[config.mk]
export PLATFORM = sky130hd
export DESIGN_NAME = fdivTop
export DESIGN_NICKNAME = d
export VERILOG_FILES = /design/src/common/fdivPkg.sv /design/src/verilog/fdivTop.sv /design/src/divider/divIterator.sv /design/src/divider/radix4Stage.sv /design/src/verilog/divReqFifo.sv /design/src/verilog/apbDivFrontend.sv
export VERILOG_INCLUDE_DIRS = /design/src /design/src/common
export SDC_FILE = /design/constraint.sdc
export NUM_CORES = 1
export LEC_CHECK = 0
export BUFFER_PORTS_ARGS = -buffer_cell sky130_fd_sc_hd__buf_2
export CAP_MARGIN = 25
export CORE_MARGIN = 2
export CORE_UTILIZATION = 50
export CTS_BUF_LIST = sky130_fd_sc_hd__clkbuf_8
export DETAILED_ROUTE_END_ITERATION = 8
export PLACE_DENSITY_LB_ADDON = 0.08
export REMOVE_ABC_BUFFERS = 1
export SYNTH_ARGS = -nofsm -noshare
export SYNTH_HDL_FRONTEND = slang
export SYNTH_SLANG_ARGS = --single-unit
[constraint.sdc]
create_clock -name pclk -period 6.2 [get_ports pclk]
set_input_delay 0.31 -clock pclk [delete_from_list [all_inputs] [get_ports pclk]]
set_output_delay 0.31 -clock pclk [all_outputs]
set_load 0.05 [all_outputs]
[src/common/fdiv_macros.svh]
`ifndef FDIV_MACROS_SVH
`define FDIV_MACROS_SVH

// Operand and datapath widths
`define FDIV_OPW            16   // U1.15 operands
`define FDIV_QW             18   // 9 digits of 2 bits
`define FDIV_RW             20   // Q4.16 carry-save residual

// Recurrence length
`define FDIV_ITER           9

// Request queue
`define FDIV_FIFO_DEPTH     4
`define FDIV_TAGW           4

// APB register map
`define FDIV_ADDR_DIVIDEND  4'h0
`define FDIV_ADDR_DIVISOR   4'h4
`define FDIV_ADDR_STATUS    4'h8

`endif
[src/common/fdivPkg.sv]
`include "fdiv_macros.svh"

package fdivPkg;

  // Queued division request
  typedef struct packed {
    logic [`FDIV_TAGW-1:0] tag;
    logic [`FDIV_OPW-1:0]  dividend;   // U1.15
    logic [`FDIV_OPW-1:0]  divisor;    // U1.15
  } divReq_t;

  // Result on the output stream
  typedef struct packed {
    logic [`FDIV_TAGW-1:0] tag;
    logic [`FDIV_OPW:0]    quotient;   // U1.16
  } divResult_t;

  // Iterator FSM
  typedef enum logic [2:0] {
    IDLE, LOAD, ITERATE, CORRECT, DONE
  } divState_t;

  // Decoded APB address
  typedef enum logic [1:0] {
    REG_DIVIDEND, REG_DIVISOR, REG_STATUS, REG_NONE
  } apbReg_t;

  // Quotient digit, one-hot {+2, +1, -1, -2}, all zero for 0
  typedef enum logic [3:0] {
    DIG_M2 = 4'b0001,
    DIG_M1 = 4'b0010,
    DIG_Z  = 4'b0000,
    DIG_P1 = 4'b0100,
    DIG_P2 = 4'b1000
  } qDigit_t;

endpackage

[src/verilog/fdivTop.sv]
`include "fdiv_macros.svh"

module fdivTop (
  input  logic                pclk,
  input  logic                rstN,
  input  logic                psel,
  input  logic                penable,
  input  logic                pwrite,
  input  logic [3:0]          paddr,
  input  logic [31:0]         pwdata,
  output logic [31:0]         prdata,
  output logic                pready,
  output logic                pslverr,
  output logic                resultValid,
  output fdivPkg::divResult_t result,
  input  logic                resultReady
);
  import fdivPkg::*;

  logic                                  push, pop;
  logic                                  full, empty;
  logic [$clog2(`FDIV_FIFO_DEPTH+1)-1:0] count;
  divReq_t                               pushReq, popReq;

  // Host side
  apbDivFrontend frontend (
    .pclk, .rstN, .psel, .penable, .pwrite, .paddr, .pwdata,
    .full, .count, .prdata, .pready, .pslverr, .push, .pushReq
  );

  divReqFifo fifo (.pclk, .rstN, .push, .pushReq, .pop, .popReq, .full, .empty, .count);

  // One division in flight
  divIterator iterator (.pclk, .rstN, .empty, .popReq, .resultReady, .pop, .resultValid, .result);

endmodule

[src/divider/divIterator.sv]
`include "fdiv_macros.svh"

module divIterator (
  input  logic                pclk,
  input  logic                rstN,
  input  logic                empty,
  input  fdivPkg::divReq_t    popReq,
  input  logic                resultReady,
  output logic                pop,
  output logic                resultValid,
  output fdivPkg::divResult_t result
);
  import fdivPkg::*;

  localparam int CNTW = $clog2(`FDIV_ITER);

  divState_t           state, stateNext;
  logic [CNTW-1:0]     digitCnt;
  divReq_t             reqReg;          // Request under way
  divResult_t          resultReg;
  logic [`FDIV_RW-1:0] ws, wc;          // Q4.16 carry-save residual
  logic [`FDIV_RW-1:0] wsNext, wcNext;
  logic [`FDIV_RW-1:0] dStage;          // Divisor in residual format
  logic [`FDIV_RW-1:0] wSum;
  logic [`FDIV_QW-1:0] u, um;           // Quotient and quotient minus one ulp
  logic [`FDIV_QW-1:0] uNext, umNext;

  ////////////////////////////////////////
  // Control
  ////////////////////////////////////////

  assign pop = (state == IDLE) && !empty;

  always_comb begin
    stateNext = state;
    case (state)
      IDLE:    if (!empty) stateNext = LOAD;
      LOAD:    stateNext = ITERATE;
      ITERATE: if (digitCnt == CNTW'(`FDIV_ITER - 1)) stateNext = CORRECT;
      CORRECT: stateNext = DONE;
      DONE:    if (resultReady) stateNext = IDLE;   // Stream handshake
      default: stateNext = IDLE;
    endcase
  end

  always_ff @(posedge pclk) begin
    if (!rstN) begin
      state    <= IDLE;
      digitCnt <= '0;
    end else begin
      state <= stateNext;
      if (state == LOAD)         digitCnt <= '0;
      else if (state == ITERATE) digitCnt <= digitCnt + 1'b1;
    end
  end

  ////////////////////////////////////////
  // Datapath
  ////////////////////////////////////////

  assign dStage = {{(`FDIV_RW-`FDIV_OPW-1){1'b0}}, reqReg.divisor, 1'b0};
  assign wSum   = ws + wc;              // Final residual, sign picks u or um

  always_ff @(posedge pclk) begin
    if (pop) reqReg <= popReq;          // Head leaves the FIFO on this edge
    case (state)
      LOAD: begin
        // Residual starts at the dividend, first digit has unit weight
        ws <= {{(`FDIV_RW-`FDIV_OPW-1){1'b0}}, reqReg.dividend, 1'b0};
        wc <= '0;
        u  <= '0;
        um <= '0;
      end
      ITERATE: begin
        ws <= wsNext;
        wc <= wcNext;
        u  <= uNext;
        um <= umNext;
      end
      CORRECT: begin
        resultReg.tag      <= reqReg.tag;
        resultReg.quotient <= wSum[`FDIV_RW-1] ? um[`FDIV_OPW:0] : u[`FDIV_OPW:0];
      end
      default: ;
    endcase
  end

  radix4Stage stage (
    .ws, .wc, .d(dStage), .u, .um,
    .wsNext, .wcNext, .uNext, .umNext
  );

  assign resultValid = (state == DONE);
  assign result      = resultReg;

  // Result held steady while the sink stalls
  resultHeld: assert property (@(posedge pclk) disable iff (!rstN)
    resultValid && !resultReady |=> resultValid && $stable(result))
    else $error("result dropped or changed before transfer");

endmodule

[src/divider/radix4Stage.sv]
`include "fdiv_macros.svh"

module radix4Stage (
  input  logic [`FDIV_RW-1:0] ws,       // Q4.16
  input  logic [`FDIV_RW-1:0] wc,       // Q4.16
  input  logic [`FDIV_RW-1:0] d,        // Q4.16, leading one at integer bit 0
  input  logic [`FDIV_QW-1:0] u,
  input  logic [`FDIV_QW-1:0] um,
  output logic [`FDIV_RW-1:0] wsNext,
  output logic [`FDIV_RW-1:0] wcNext,
  output logic [`FDIV_QW-1:0] uNext,
  output logic [`FDIV_QW-1:0] umNext
);
  import fdivPkg::*;

  qDigit_t             digit;
  logic [2:0]          dMsbs;           // U0.3 after the leading one
  logic signed [7:0]   wEst;            // Q4.4 residual estimate
  logic signed [7:0]   mk2, mk1, mk0, mkm1;
  logic [`FDIV_RW-1:0] dSel;
  logic [`FDIV_RW-1:0] sumBits;
  logic [`FDIV_RW-1:0] majBits;
  logic                carryIn;

  ////////////////////////////////////////
  // Digit selection
  ////////////////////////////////////////

  assign dMsbs = d[`FDIV_RW-5:`FDIV_RW-7];
  assign wEst  = ws[`FDIV_RW-1:`FDIV_RW-8] + wc[`FDIV_RW-1:`FDIV_RW-8];

  // Thresholds in sixteenths
  always_comb begin
    case (dMsbs)
      3'd0:    begin mk2 = 8'sd24; mk1 = 8'sd8;  mk0 = -8'sd8;  mkm1 = -8'sd26; end
      3'd1:    begin mk2 = 8'sd28; mk1 = 8'sd8;  mk0 = -8'sd12; mkm1 = -8'sd30; end
      3'd2:    begin mk2 = 8'sd30; mk1 = 8'sd8;  mk0 = -8'sd12; mkm1 = -8'sd32; end
      3'd3:    begin mk2 = 8'sd32; mk1 = 8'sd8;  mk0 = -8'sd12; mkm1 = -8'sd36; end
      3'd4:    begin mk2 = 8'sd36; mk1 = 8'sd12; mk0 = -8'sd16; mkm1 = -8'sd40; end
      3'd5:    begin mk2 = 8'sd40; mk1 = 8'sd12; mk0 = -8'sd16; mkm1 = -8'sd40; end
      3'd6:    begin mk2 = 8'sd40; mk1 = 8'sd16; mk0 = -8'sd16; mkm1 = -8'sd44; end
      default: begin mk2 = 8'sd48; mk1 = 8'sd16; mk0 = -8'sd16; mkm1 = -8'sd48; end
    endcase
    if (wEst >= mk2)       digit = DIG_P2;
    else if (wEst >= mk1)  digit = DIG_P1;
    else if (wEst >= mk0)  digit = DIG_Z;
    else if (wEst >= mkm1) digit = DIG_M1;
    else                   digit = DIG_M2;
  end

  // Multiplexer below relies on a single active digit
  always_comb begin
    assert ($onehot0(digit)) else $error("quotient digit not one-hot");
  end

  ////////////////////////////////////////
  // Residual update
  ////////////////////////////////////////

  always_comb begin
    case (digit)
      DIG_P2:  dSel = ~(d << 1);        // Subtract 2d
      DIG_P1:  dSel = ~d;
      DIG_M1:  dSel = d;
      DIG_M2:  dSel = d << 1;
      default: dSel = '0;
    endcase
  end

  assign carryIn = (digit == DIG_P2) | (digit == DIG_P1);   // Completes two's complement

  // Carry-save add, then scale by the radix
  assign sumBits = ws ^ wc ^ dSel;
  assign majBits = (ws & wc) | (ws & dSel) | (wc & dSel);
  assign wsNext  = sumBits << 2;
  assign wcNext  = {majBits[`FDIV_RW-2:0], carryIn} << 2;

  // On-the-fly conversion, um tracks u minus one ulp
  always_comb begin
    case (digit)
      DIG_P2:  begin uNext = {u[`FDIV_QW-3:0], 2'b10};  umNext = {u[`FDIV_QW-3:0], 2'b01};  end
      DIG_P1:  begin uNext = {u[`FDIV_QW-3:0], 2'b01};  umNext = {u[`FDIV_QW-3:0], 2'b00};  end
      DIG_M1:  begin uNext = {um[`FDIV_QW-3:0], 2'b11}; umNext = {um[`FDIV_QW-3:0], 2'b10}; end
      DIG_M2:  begin uNext = {um[`FDIV_QW-3:0], 2'b10}; umNext = {um[`FDIV_QW-3:0], 2'b01}; end
      default: begin uNext = {u[`FDIV_QW-3:0], 2'b00};  umNext = {um[`FDIV_QW-3:0], 2'b11}; end
    endcase
  end

endmodule

[src/verilog/divReqFifo.sv]
`include "fdiv_macros.svh"

module divReqFifo (
  input  logic                                  pclk,
  input  logic                                  rstN,
  input  logic                                  push,
  input  fdivPkg::divReq_t                      pushReq,
  input  logic                                  pop,
  output fdivPkg::divReq_t                      popReq,
  output logic                                  full,
  output logic                                  empty,
  output logic [$clog2(`FDIV_FIFO_DEPTH+1)-1:0] count
);
  import fdivPkg::*;

  localparam int DEPTH = `FDIV_FIFO_DEPTH;
  localparam int PW    = $clog2(DEPTH);

  divReq_t       mem [DEPTH];
  logic [PW-1:0] wrPtr;
  logic [PW-1:0] rdPtr;

  // Circular increment, depth need not be a power of two
  function automatic logic [PW-1:0] ptrInc(input logic [PW-1:0] p);
    return (p == PW'(DEPTH - 1)) ? '0 : p + 1'b1;
  endfunction

  always_ff @(posedge pclk) begin
    if (push) mem[wrPtr] <= pushReq;
  end

  always_ff @(posedge pclk) begin
    if (!rstN) begin
      wrPtr <= '0;
      rdPtr <= '0;
      count <= '0;
    end else begin
      if (push) wrPtr <= ptrInc(wrPtr);
      if (pop)  rdPtr <= ptrInc(rdPtr);
      case ({push, pop})
        2'b10:   count <= count + 1'b1;
        2'b01:   count <= count - 1'b1;
        default: count <= count;          // Idle or simultaneous push and pop
      endcase
    end
  end

  assign popReq = mem[rdPtr];   // Fall-through head
  assign full   = (count == DEPTH);
  assign empty  = (count == 0);

  // Producer honours full, consumer honours empty
  pushNotFull: assert property (@(posedge pclk) disable iff (!rstN) push |-> !full)
    else $error("request FIFO overflow");
  popNotEmpty: assert property (@(posedge pclk) disable iff (!rstN) pop |-> !empty)
    else $error("request FIFO underflow");

endmodule

[src/verilog/apbDivFrontend.sv]
`include "fdiv_macros.svh"

module apbDivFrontend (
  input  logic                                  pclk,
  input  logic                                  rstN,
  input  logic                                  psel,
  input  logic                                  penable,
  input  logic                                  pwrite,
  input  logic [3:0]                            paddr,
  input  logic [31:0]                           pwdata,
  input  logic                                  full,
  input  logic [$clog2(`FDIV_FIFO_DEPTH+1)-1:0] count,
  output logic [31:0]                           prdata,
  output logic                                  pready,
  output logic                                  pslverr,
  output logic                                  push,
  output fdivPkg::divReq_t                      pushReq
);
  import fdivPkg::*;

  apbReg_t              regSel;
  logic                 access;       // Access phase of a transfer
  logic                 divisorWr;
  logic                 badOperand;   // Leading bit missing on either operand
  logic                 stall;
  logic [`FDIV_OPW-1:0] dividendReg;

  ////////////////////////////////////////
  // Address decode and handshake
  ////////////////////////////////////////

  always_comb begin
    case (paddr)
      `FDIV_ADDR_DIVIDEND: regSel = REG_DIVIDEND;
      `FDIV_ADDR_DIVISOR:  regSel = REG_DIVISOR;
      `FDIV_ADDR_STATUS:   regSel = REG_STATUS;
      default:             regSel = REG_NONE;
    endcase
  end

  assign access     = psel & penable;
  assign divisorWr  = access & pwrite & (regSel == REG_DIVISOR);
  assign badOperand = ~pwdata[`FDIV_OPW-1] | ~dividendReg[`FDIV_OPW-1];
  assign stall      = divisorWr & ~badOperand & full;   // Hold until FIFO has room

  assign pready  = access & ~stall;
  assign pslverr = access & ((regSel == REG_NONE) | (divisorWr & badOperand));

  // Divisor write launches the request
  assign push             = divisorWr & ~badOperand & ~full;
  assign pushReq.tag      = pwdata[`FDIV_OPW+`FDIV_TAGW-1:`FDIV_OPW];
  assign pushReq.dividend = dividendReg;
  assign pushReq.divisor  = pwdata[`FDIV_OPW-1:0];

  ////////////////////////////////////////
  // Registers
  ////////////////////////////////////////

  // Cleared so a divisor write before any dividend is rejected
  always_ff @(posedge pclk) begin
    if (!rstN) begin
      dividendReg <= '0;
    end else if (access && pwrite && regSel == REG_DIVIDEND) begin
      dividendReg <= pwdata[`FDIV_OPW-1:0];
    end
  end

  always_comb begin
    case (regSel)
      REG_DIVIDEND: prdata = 32'(dividendReg);
      REG_STATUS:   prdata = 32'(count);        // Queue occupancy
      default:      prdata = '0;
    endcase
  end

endmodule

# After elaboration in Yosys (flattened, before gate mapping)
# Memories as Yosys holds them, arrays and structs flattened. A register that Yosys moved wholly into a read port is not among the register bits.
# Index checks and enable logic that the tools add are counted.
dict set report word_totals {
  register_bits 125
  word_cells 123
  mem_count 1
  mem_bits_rw 144
}
# name depth word_bits read_ports rd_ports_with_merged_regs write_ports line_no
set mem_list {}
lappend mem_list {fifo.mem 4 36 1 1 1 divReqFifo.sv:19} ;# divReq_t mem [DEPTH];
dict set report classes {
  reduce_logical 17
  eq_ne 28
  magnitude_cmp 4
  mux 27
  bitwise 27
  n_addsub 7
}
# operator count
set op_table {}
lappend op_table {{$pmux 17 s4} 2}
lappend op_table {{$pmux 20 s2} 2}
lappend op_table {{$pmux 18 s4} 1}
lappend op_table {{$pmux 6 s6} 2}
lappend op_table {{$pmux 17 s2} 2}
lappend op_table {{$and 17x17->17} 3}
lappend op_table {{$xor 18x18->18} 2}
lappend op_table {{$or 17x17->17} 2}
lappend op_table {{$ge 8x8->1} 4}
lappend op_table {{$pmux 16 s2} 1}
lappend op_table {{$add 20x20->20} 1}
lappend op_table {{$not 17->18} 1}
lappend op_table {{$not 18->18} 1}
lappend op_table {{$mux 17} 1}
lappend op_table {{$eq 3x3->1 const B} 5}
lappend op_table {{$pmux 3 s5} 1}
lappend op_table {{$eq 3x2->1 const B} 4}
lappend op_table {{$eq 4x4->1 const B} 3}
lappend op_table {{$mux 3} 4}
lappend op_table {{$eq 2x2->1 const B} 5}
lappend op_table {{$pmux 5 s2} 1}
lappend op_table {{$and 1x1->1} 9}
lappend op_table {{$logic_not 3->1} 3}
lappend op_table {{$add 8x8->8} 1}
lappend op_table {{28 further kinds} 49}

# Depth between registers and ports, before layout
# Gate-level depths: netlist of run 1.
dict set report depth {
  word_depth 14
  mapped_depth 18
  ltp_nobuf 15
}

# Modules after synthesis
# A second synthesis of run 1 with hierarchy kept.
dict set report hier_totals {
  cells_unflattened 1289
  area_unflattened_um2 16333.2
}
# module area_per_inst_um2 instances cells_each seq_area_each_um2
set modules_own_cells {}
lappend modules_own_cells {divIterator 7105.6 1 595 4134.0}
lappend modules_own_cells {divReqFifo 5710.5 1 235 4504.3}
lappend modules_own_cells {radix4Stage 2359.8 1 319 0.0}
lappend modules_own_cells {apbDivFrontend 1157.4 1 140 320.3}

# Least setup slack after synthesis of run 1
# No wires, ideal clock.
dict set report synth_path {
  path_kind {reg-to-reg}
  start {register iterator.state[1]}
  end {register iterator.u[0], enable pin}
  required_time_ps 5701
  arrival_ps 3708
  stages_incl_launch_ff 4
  period_less_slack_ps 4207
  slack_ps 1993
  n_path_buf 1
  path_cell_list {dfxtp_1 -> clkbuf_1 -> xnor2_1 -> nor2_1}
}
dict set report synth_between {
  elab_chain_cells 2
}
# element line_no
set synth_lines {}
lappend synth_lines {{start, declared} divIterator.sv:17} ;# divState_t state, stateNext;
lappend synth_lines {{start signal, assigned} divIterator.sv:51} ;# state <= stateNext;
lappend synth_lines {{$eq 3x2->1 or $eq 3x1->1 (tied branches)} divIterator.sv:66} ;# case (state)
lappend synth_lines {{$reduce_bool 2->1 (no line) (*)} --}
lappend synth_lines {{end signal, assigned} divIterator.sv:77} ;# u <= uNext;
lappend synth_lines {{end, declared} divIterator.sv:25} ;# logic [`FDIV_QW-1:0] u, um;
# Every way passes the cells marked *; elsewhere a longest branch is shown, timed or not.
# A chain may end at the register's enable or synchronous reset.

# Worst setup path after layout of run 1
dict set report layout_path {
  start {register iterator.ws[12]}
  end {register iterator.ws[13] (data pin)}
}
dict set report layout_between {
  elab_chain_cells 10
}
# element line_no
set layout_lines {}
lappend layout_lines {{start, declared} divIterator.sv:21} ;# logic [`FDIV_RW-1:0] ws, wc;
lappend layout_lines {{start signal, assigned} divIterator.sv:69} ;# ws <= {{(`FDIV_RW-`FDIV_OPW-1){1'b0}}, reqReg.dividend, 1'b0};
lappend layout_lines {{start signal, assigned} divIterator.sv:75} ;# ws <= wsNext;
lappend layout_lines {{$add 8x8->8 (*)} radix4Stage.sv:30} ;# assign wEst = ws[`FDIV_RW-1:`FDIV_RW-8] + wc[`FDIV_RW-1:`FDIV_RW-8];
lappend layout_lines {{$ge 8x8->1} radix4Stage.sv:47} ;# else if (wEst >= mkm1) digit = DIG_M1;
lappend layout_lines {{$mux 2} radix4Stage.sv:47}
lappend layout_lines {{$mux 2} radix4Stage.sv:46} ;# else if (wEst >= mk0) digit = DIG_Z;
lappend layout_lines {{$mux 3} radix4Stage.sv:45} ;# else if (wEst >= mk1) digit = DIG_P1;
lappend layout_lines {{$mux 4 (*)} radix4Stage.sv:44} ;# if (wEst >= mk2) digit = DIG_P2;
lappend layout_lines {{$eq 4x1->1, or another cell as far along} radix4Stage.sv:61} ;# case (digit)
lappend layout_lines {{$pmux 18 s4 (*)} radix4Stage.sv:61}
lappend layout_lines {{$xor 18x18->18 (*)} radix4Stage.sv:73} ;# assign sumBits = ws ^ wc ^ dSel;
lappend layout_lines {{$pmux 20 s2 (*)} divIterator.sv:66}
# Every way passes the cells marked *; elsewhere a longest branch is shown, timed or not. The select of a mux whose other input is x is not followed.

==> results of run 1 <==
==> cells in the mapped netlist (4+ instances only) <==
cell type  instances  area (µm²)
a21boi_0          22         165
a21o_1             5        37.5
a21oi_1           68         340
a22oi_1           34         255
and2_1            26         163
and3_1             6        37.5
buf_1              5        18.8
buf_2              7        35.0
buf_4             17         128
clkbuf_1          42         158
dfxtp_1           30         601
edfxtp_1         271        8140
fa_1              16         320
ha_1              41         513
inv_1             48         180
mux2_2            14         158
mux2i_1           21         210
mux4_2            36         811
nand2_1          157         589
nand2b_1           7        43.8
nand3_1            5        25.0
nand4_1            4        25.0
nor2_1            53         199
nor2b_1            7        43.8
nor3_1            11        55.1
o211ai_1          17         128
o21a_1             4        30.0
o21ai_0           28         140
o22ai_1           15        93.8
or3_1              5        31.3
xnor2_1            5        43.8
==> sequential cells by signal (all words and copies together), names as in the netlist <==
name / cells
fifo.count: 3
fifo.rdPtr: 2
fifo.mem: 144
iterator.state: 3
iterator.dStage: 16
fifo.wrPtr: 2
iterator.ws: 19
iterator.result: 21
frontend.dividendReg: 16
iterator.u: 17
iterator.wc: 17
iterator.um: 17
iterator.digitCnt: 4
iterator.reqReg: 20
==> worst reg2reg max path, stage by stage (launching register included) <==
cell	delay (ps)
edfxtp_1	390
ha_1	240
fa_1	450
xor2_1	310
inv_1	120
ha_1	290
or3b_2	440
a21boi_0	190
o21ai_0	90
and3b_1	250
or3b_1	660
o22ai_1	220
a21oi_1	80
fa_1	540
o21ai_0	80
==> cell type report <==
class	count	area, µm²
fill	2319	11800
clock buffer	52	716
multi-input combinational	666	4940
tap	378	473
inverter	48	180
clock inverter	39	160
timing repair buffer	107	748
sequential	301	8740
==> layout by cell type, fill, tap and decap left out, types with 6 or more instances in the layout <==
cell type and instances:
nand2_1 156, mux4_2 36, and3_1 6, a21oi_1 67, nor2_1 51, inv_1 73, buf_4 13, mux2_2 14
o211ai_1 17, fa_1 16, dfxtp_1 28, ha_1 41, conb_1 16, edfxtp_1 271, o22ai_1 15, nor2b_1 7
nor3_1 9, mux2i_1 21, dlygate4sd3_1 19, a22oi_1 34, and2_1 22, o21ai_0 28, a21boi_0 22, clkinv_1 10
buf_2 69, clkbuf_8 52, nand2b_1 7
==> power by group through the flow <==
stage	logic, W	registers, W	clock network (W)
6_report	0.0000645	0.00219	0.00152
5_1_grt	0.0000695	0.00219	0.00166
4_1_cts	0.0000643	0.00219	0.00156
3_5_place_dp	0.0000551	0.00223	0
3_3_place_gp	0.0000540	0.00223	0
2_1_floorplan	0.0000315	0.00223	0
==> stage by stage <==
stage	worst slack [ps]	utilization [%]	area, µm²	hold WS, ps	cells
2_1_floorplan	2070	-	13800	400	1015
3_3_place_gp	1640	53.2	14800	402	1475
3_5_place_dp	1610	53.3	14800	405	1477
4_1_cts	1590	57.2	15900	0.330	1587
5_1_grt	1320	57.4	16000	15.4	1591
6_report	1570	57.4	16000	34.8	1591
==> per-layer routing <==
metal | routed length, µm | vias to the layer above
met1 | 12600 | 4269
met5 | 0 | -
met4 | 513 | 0
met3 | 1180 | 48
met2 | 13300 | 204
li1 | - | 4144
==> what timing repair did <==
action | 4_1_cts | 5_1_grt
gates resized for setup | 0 | 0
hold buffers | 19 | 0
setup endpoints to repair | 0 | 0
hold endpoints to repair | 76 | 0
==> worst paths after layout <==
kind,endpoint,slack (ps),from
setup / recovery,iterator.ws[13]$_DFFE_PN_,1570,iterator.ws[12]$_DFFE_PN_
hold / removal,fifo.mem[1][15]$_DFFE_PP_,30,pwdata[15]
setup reg to reg,iterator.ws[13]$_DFFE_PN_,1570,iterator.ws[12]$_DFFE_PN_
hold reg to reg,iterator.result[19]$_DFFE_PP_,420,iterator.reqReg[34]$_DFFE_PP_
==> cell families (layout without fill, tap and decap cells) <==
kind of cell             Yosys count  in the layout  synth area share, %
AO/OA/AOI/OAI                    211            211                 9.54
flip-flops                       301            301                 61.8
XOR/XNOR                          10             10                0.726
multiplexers                      71             71                 8.34
buffers and inverters            121            246                 3.83
adder cells (fa/ha/maj)           57             57                 5.90
other                              1             16               0.0265
AND/OR/NAND/NOR                  301            301                 9.81
==> metrics.txt, run 1 <==
outcome=finished, final reports clean; combinational power share=under 10%; first-pass GRT wire length=44.6 mm; leak pwr=5.80 nW; Diodes inserted=0; slowest stage delay, CP=~660 ps; Crit. path cell count=14; Final Critical Period=4630 ps; max_cap viols=0; final WL=27.6 mm; Slew @ Worst Pin=950 ps; global routing usage on met3=3.27%; Clk pwr share=about two fifths; total number of vias=8665; Pre-antenna DRT Iters=5; Reg2Reg Depth=14; Clock Skew=22.9 ps; Layout Nets=1273; PwrDens=236 mW/mm²; critical path required time=6480 ps; netlist area before placement=approximately 0.014 mm²; Initial Util=50.9%; GR Util All Layers=between 15 and 20%; ys async rst share=0%; met2 usage=31.8%; grt peak-use layer=met2; Fin Setup TNS=0 ps; Max VDD drop=178 µV; met1 Usage GRT=26.9%; critical path startpoint category=flip-flop; Worst setup EP type=flip-flop; layout cells sized above 1=18.1%; Final Setup Violations=0; sequential fraction of design power=58.0%; via/cell ratio=5.45; CP bufs+invs=1; # DRC=0; GR Overflow Total=0; crit share post-route=74.6%; Setup CP Type=flip-flop to flip-flop; worst hold path depth=1; IO buf count=69; die width=172 µm; Slew HR=36.7%; EDFF count, synth=271; hpwl dp=between 15 and 20 mm; RSZ-0062 raised after global routing=false; Synth cell types=63; initial antenna violation count=0; post-synthesis instance total=1073; Avg Inst Size Synth=roughly 13 µm²; # rows=61; die height=172 µm; number of synthesized register bits=301; Top FF cell, synth=edfxtp_1; synth-to-layout area growth=12.9%; clk buf depth=3; CP arrival=4900 ps; Crit path max-delay family=adder cells; worst-path cell chain=ha_1 > fa_1 > xor2_1 > inv_1 > ha_1 > or3b_2 > a21boi_0 > o21ai_0 > and3b_1 > or3b_1 > o22ai_1 > a21oi_1 > fa_1 > o21ai_0; H-tree levels=2; CTS tree=built; YS warnings=0; IO Count=98; postcts setup bufs=0; initial DRC count=568; Peak Freq=0.216 GHz; wire per inst=17.4 µm; vias in the first global route=8442; HP Class=input pin to flip-flop; sequential fraction of the synthesis area=61.8%; pin count of the biggest net entering global routing=72; Switching Power=0.000791 W; Sink Count=about 300; crit path max-delay cell type=or3b_1; Antenna Nets Post-Route=0; worst skew pair latency=570 ps; crit-path max FO=15; Final Max Tran Viols=0; Sw Ratio=21.0%; Power Internal=roughly 0.003 W; CTS Buf Count=50; gpl congestion=0.757; total power draw=0.00377 W; Die Area=approximately 0.030 mm²; Final Hold Viols=0; CTS Root Cell=clkbuf_8; core box area=0.0278 mm²; clock-pin slew on the worst setup and hold paths=around 60 ps
Power figures use the tool's default switching activity.
==> inputs of run 2 (changes only) <==
- ABC_AREA: not set -> 1
- clock period: 6.2 -> 4.15 ns (I/O delays scaled with it)
==> metrics.txt, run 2 <==
Top FF cell, synth=edfxtp_1; Layout Nets=1423 (+12%); commonest non-fill, non-tap cells in the layout=271 x edfxtp_1, 155 x o21ai_0, 154 x inv_1, 150 x nor2_1, 134 x nand2_1; PnR worst setup slack=389 ps (-1180 ps); FILL cells=2264 (-2.4%); H-tree levels=2 (unchanged); pin count of the biggest net entering global routing=75 (+4.2%); worst skew pair latency=580 ps (about the same); Max VDD drop=592 µV (+230%); Antenna Nets Post-Route=0 (unchanged); RSZ-0062 raised after global routing=false; CTS tree=built; crit-path max FO=9 (-6); vias in the first global route=8679 (+2.8%); CTS Root Cell=clkbuf_8; Avg Inst Size Synth=11.3 µm² (-14%); netlist area before placement=0.0136 mm² (-3.7%); crit share post-route=90.6% (+16 points); Pre-antenna DRT Iters=5 (unchanged); synth-to-layout area growth=13.9%; GR Util All Layers=19.4% (+0.10 points); CP bufs+invs=5 (+4); leak pwr=6.09 nW (+5.0%); dpl ws=305 ps (-1310 ps); total number of vias=8774 (+1.3%); Final Critical Period=3760 ps (-865 ps); Die Area=0.0286 mm² (-3.6%); Diodes inserted=0 (unchanged); first-pass GRT wire length=43.7 mm (-1.9%); Slew HR=38.0% (+1.4 points); final WL=26.7 mm (-3.2%); Peak Freq=0.266 GHz (+23%); Clock Skew=42.7 ps (+19.8 ps); Initial Util=50.7% (-0.21 points); hpwl dp=16.8 mm (+0.33%); initial antenna violation count=0 (unchanged); largest register by flop count=fifo.mem; Sink Count=301 (unchanged); GR Overflow Total=0 (unchanged); Synth area leader=edfxtp_1; PwrDens=886 mW/mm² (+270%); # DRC=0 (unchanged); CTS Buf Count=50 (unchanged); die width=169 µm (-1.8%); number of synthesized register bits=301 (unchanged); Synth top area share=59.8% (+2.2 points); Setup CP Type=flip-flop to flip-flop; ys async rst share=0% (unchanged); total power draw=0.0137 W (+260%); clock-pin slew on the worst setup and hold paths=50 ps (about the same); IO buf count=69 (unchanged); outcome=finished, final reports clean; core box area=0.0269 mm² (-3.3%); post-synthesis instance total=1209 (+13%); Final Setup Violations=0 (unchanged); slowest stage delay, CP=470 ps (-190 ps); list of most frequent post-synthesis cells=271 x edfxtp_1, 155 x o21ai_0, 154 x nor2_1, 136 x nand2_1, 132 x inv_1; Crit path max-delay family=adder cells; CP arrival=4030 ps (-870 ps); worst-path cell chain=ha_1 > fa_1 > nand2_1 > inv_1 > nor2_1 > inv_1 > ha_1 > nand2_1 > nand2_1 > nand2_1 > nand2_1 > nand2_1 > inv_1 > nand3_1 > nand2_1 > inv_2 > nand2_4 > inv_2 > nand2_1 > o21ai_1 > nor2_1 > fa_1 > o21ai_0; crit path max-delay cell type=fa_1; top cells by area, synth=edfxtp_1 60%, o21ai_0 5.7%, dfxtp_1 4.4%; clk buf depth=3 (unchanged); Worst setup EP type=flip-flop; R2R setup slack=390 ps (-1180 ps); HP Class=input pin to flip-flop; critical path required time=4420 ps (-2060 ps); EDFF count, synth=271 (unchanged); count leader, synth=edfxtp_1; gpl congestion=0.770 (+1.6%); IO Count=98 (unchanged); Final Max Tran Viols=0 (unchanged); sequential fraction of the synthesis area=64.2% (+2.3 points); Fin Setup TNS=0 ps (unchanged); Final Hold Viols=0 (unchanged); critical path startpoint category=flip-flop; die height=169 µm (-1.8%); layout cells sized above 1=16.1% (-2.0 points); Slew @ Worst Pin=928 ps (-21.9 ps); # rows=60 (-1.6%); max_cap viols=0 (unchanged); wire per inst=15.7 µm (-9.7%); CP most frequent cell=nand2_1; initial DRC count=520 (-8.5%); Synth cell types=41 (-35%); max reg flops=144 (unchanged); leading cell type in the layout, fill and taps excluded=edfxtp_1; WHS=165 ps (+130 ps); via/cell ratio=5.14 (-5.6%); YS warnings=0 (unchanged)
[run 2: cell families after synthesis]
| family | Yosys count | share of synthesized area (%) |
|---|---|---|
| fa+ha+maj | 57 | 6.12 |
| compound gates | 296 | 12.0 |
| other cells | 1 | 0.0275 |
| simple gates | 345 | 10.7 |
| flops | 301 | 64.2 |
| buf+inv | 206 | 6.66 |
| xor+xnor | 3 | 0.331 |
[run 2: final cells by class]
cell class,count,area [µm²],share of cell area [%]
well taps,341,427,2.75
inverters,141,541,3.48
multi-input cells,717,4070,26.2
flip-flops and latches,301,8740,56.3
clock buffers,59,812,5.23
repair buffers,113,748,4.82
clock inverters,34,176,1.14
[run 2: what timing repair did]
item | CTS | global route
hold buffers | 21 | 0
endpoints found under the setup margin | 0 | 1
buffers inserted | 0 | 0
hold endpoints to repair | 97 | 0
gates resized for setup | 0 | 3
[run 2: routing by layer]
metal	vias to the layer above	wire [µm]	GRT usage [%]
met2	178	12600	32.3
met5	-	0	0
met4	0	516	5.87
li1	4410	-	-
met3	49	1240	3.09
met1	4137	12400	26.6
[run 2: tightest hold or removal path: cells and delay by family]
family | cells | cell delay [ps]
buffers and inverters | 1 | 280
AND/OR/NAND/NOR | 1 | 50
AO/OA/AOI/OAI | 1 | 140
[run 2: metrics by stage]
step / std cells / instance area [µm²] / util, %
CTS: 1706 / 15500 / 57.7
floorplan: 1159 / 13300 / -
detailed placement: 1592 / 14300 / 53.2
global placement: 1591 / 14300 / 53.1
global route: 1706 / 15500 / 57.7
finish: 1706 / 15500 / 57.7
[run 2: worst paths after layout]
kind / from / to / depth (start not counted)
worst max-delay path: iterator.ws[12]$_DFFE_PN_ / iterator.ws[6]$_DFFE_PN_ / 23
worst max register to register: iterator.ws[12]$_DFFE_PN_ / iterator.ws[6]$_DFFE_PN_ / 23
worst min register to register: iterator.reqReg[34]$_DFFE_PP_ / iterator.result[19]$_DFFE_PP_ / 0
worst min-delay path: rstN / frontend.dividendReg[0]$_SDFFE_PN0P_ / 3
[run 2: power breakdown]
group | leakage [nW] | switching, W | internal (W) | total (W)
clock network | 0.594 | 0.00113 | 0.00136 | 0.00249
registers | 2.77 | 0.000319 | 0.00434 | 0.00466
logic | 2.73 | 0.00446 | 0.00214 | 0.00660
total | 6.09 | 0.00591 | 0.00783 | 0.0137
==> inputs of run 3 (changes only) <==
- CTS_CLUSTER_SIZE: not set -> 16
- MAX_ROUTING_LAYER: not set -> met4
==> metrics.txt, run 3 (synthesized netlist as in run 2, its figures left out) <==
outcome=finished, final reports clean; leak pwr=6.08 nW (-0.19%); max_cap viols=0 (unchanged); die width=169 µm (unchanged); crit-path max FO=9 (unchanged); IO Count=98 (unchanged); worst-path cell chain=ha_1 > fa_1 > nand2_1 > inv_1 > nor2_1 > inv_1 > ha_1 > nand2_1 > nand2_1 > nand2_1 > nand2_1 > nand2_1 > inv_1 > nand3_1 > nand2_1 > inv_2 > nand2_4 > inv_2 > nand2_1 > o21ai_0 > nor2_1 > fa_1 > o21ai_0; R2R setup slack=400 ps (about the same); Final Critical Period=3750 ps (-12.0 ps); WHS=140 ps (-24.4 ps); RSZ-0062 raised after global routing=false; Worst setup EP type=flip-flop; largest register by flop count=fifo.mem; GR Util All Layers=20.1% (+0.65 points); Antenna Nets Post-Route=0 (unchanged); Slew HR=37.8% (-0.25 points); Slew @ Worst Pin=932 ps (+3.76 ps); vias in the first global route=8691 (+0.14%); leading cell type in the layout, fill and taps excluded=edfxtp_1; Peak Freq=0.267 GHz (+0.32%); Final Max Tran Viols=0 (unchanged); total number of vias=8813 (+0.44%); sequential fraction of design power=33.9% (about the same); Die Area=0.0286 mm² (unchanged); synth-to-layout area growth=13.9% (about the same); GR Overflow Total=0 (unchanged); CTS Root Cell=clkbuf_8; final WL=26.8 mm (+0.12%); max reg flops=144 (unchanged); hpwl dp=16.8 mm (unchanged); CTS Buf Count=50 (unchanged); dpl ws=305 ps (unchanged); Final Hold Viols=0 (unchanged); via/cell ratio=5.17 (+0.44%); Fin Setup TNS=0 ps (unchanged); slowest stage delay, CP=480 ps (about the same); commonest non-fill, non-tap cells in the layout=271 x edfxtp_1, 155 x o21ai_0, 152 x inv_1, 150 x nor2_1, 134 x nand2_1; H-tree levels=2 (unchanged); initial antenna violation count=0 (unchanged); die height=169 µm (unchanged); Layout Nets=1423 (unchanged); HP Class=input pin to flip-flop; Max VDD drop=590 µV (-0.48%); Crit path max-delay family=adder cells; # rows=60 (unchanged); Switching Power=0.00593 W (+0.29%); IO buf count=69 (unchanged); combinational power share=47.9% (about the same); first-pass GRT wire length=43.8 mm (+0.21%); crit path max-delay cell type=fa_1; clk buf depth=3 (unchanged); Initial Util=50.7% (unchanged); # DRC=0 (unchanged); critical path startpoint category=flip-flop; pin count of the biggest net entering global routing=75 (unchanged); CTS tree=built; Setup CP Type=flip-flop to flip-flop; CP bufs+invs=5 (unchanged); Clk pwr share=18.2% (about the same); Sink Count=301 (unchanged); PnR worst setup slack=401 ps (+12.0 ps); Sw Ratio=43.1% (+0.11 points); Pre-antenna DRT Iters=5 (unchanged); initial DRC count=626 (+20%); gpl congestion=0.780 (+1.3%); worst skew pair latency=590 ps (about the same); wire per inst=15.7 µm (+0.12%); Clock Skew=40.0 ps (-2.62 ps); Power Internal=0.00782 W (-0.15%); layout cells sized above 1=16.2% (+0.073 points); Final Setup Violations=0 (unchanged); clock-pin slew on the worst setup and hold paths=60 ps (about the same); CP arrival=4040 ps (about the same); crit share post-route=90.3% (-0.29 points); critical path required time=4440 ps (+20 ps); PwrDens=886 mW/mm² (about the same); Diodes inserted=0 (unchanged); core box area=0.0269 mm² (unchanged); CP most frequent cell=nand2_1
-- run 3: through the flow --
stage,area (µm²),instances,total power [W],util [%]
after floorplan,13300,1159,0.00931,-
after global placement,14300,1591,0.0112,53.1
after detailed placement,14300,1592,0.0113,53.2
after CTS,15500,1706,0.0139,57.7
after global routing,15500,1706,0.0151,57.7
final,15500,1706,0.0137,57.7
-- run 3: area by class of cell --
| class | count | area, µm² |
|---|---|---|
| clock inverter | 35 | 185 |
| timing repair buffer | 113 | 748 |
| sequential | 301 | 8740 |
| fill | 2251 | 11400 |
| clock buffer | 58 | 798 |
| tap | 341 | 427 |
| multi-input combinational | 717 | 4070 |
| inverter | 141 | 541 |
-- run 3: timing repair --
item	4_1_cts	5_1_grt
buffers inserted	0	0
setup endpoints to repair	0	2
hold endpoints to repair	98	0
resized for setup	0	3
hold buffers	21	0
-- run 3: path summary, 6_finish.rpt --
kind / from / end / cells past startpoint
worst max-delay path: iterator.ws[12]$_DFFE_PN_ / iterator.ws[11]$_DFFE_PN_ / 23
worst min-delay path: rstN / fifo.count[2]$_SDFFE_PN0P_ / 3
worst max register to register: iterator.ws[12]$_DFFE_PN_ / iterator.ws[11]$_DFFE_PN_ / 23
worst min register to register: iterator.reqReg[34]$_DFFE_PP_ / iterator.result[19]$_DFFE_PP_ / 0
-- run 3: power by group through the flow --
| stage | Sequential [W] | Combinational [W] | Clock, W |
|---|---|---|---|
| 2_1_floorplan | 0.00480 | 0.00451 | 0 |
| 3_3_place_gp | 0.00471 | 0.00649 | 0 |
| 3_5_place_dp | 0.00472 | 0.00661 | 0 |
| 4_1_cts | 0.00466 | 0.00667 | 0.00257 |
| 5_1_grt | 0.00473 | 0.00762 | 0.00270 |
| 6_report | 0.00466 | 0.00659 | 0.00250 |
-- run 3: per-layer routing --
metal / vias to the layer above / share of wire, % / track usage, %
li1: 4408 / - / -
met1: 4155 / 46 / 26.7
met2: 190 / 47 / 32.2
met3: 60 / 4.7 / 3.60
met4: 0 / 2.0 / 5.57
met5: - / 0 / -
-- run 3: worst register-to-register path, cell delays in order (launching register included) --
cell and delay [ps]:
edfxtp_1 390, ha_1 260, fa_1 430, nand2_1 100
inv_1 40, nor2_1 130, inv_1 80, ha_1 290
nand2_1 70, nand2_1 50, nand2_1 50, nand2_1 50
nand2_1 50, inv_1 40, nand3_1 90, nand2_1 100
inv_2 120, nand2_4 110, inv_2 210, nand2_1 70
o21ai_0 80, nor2_1 90, fa_1 480, o21ai_0 80
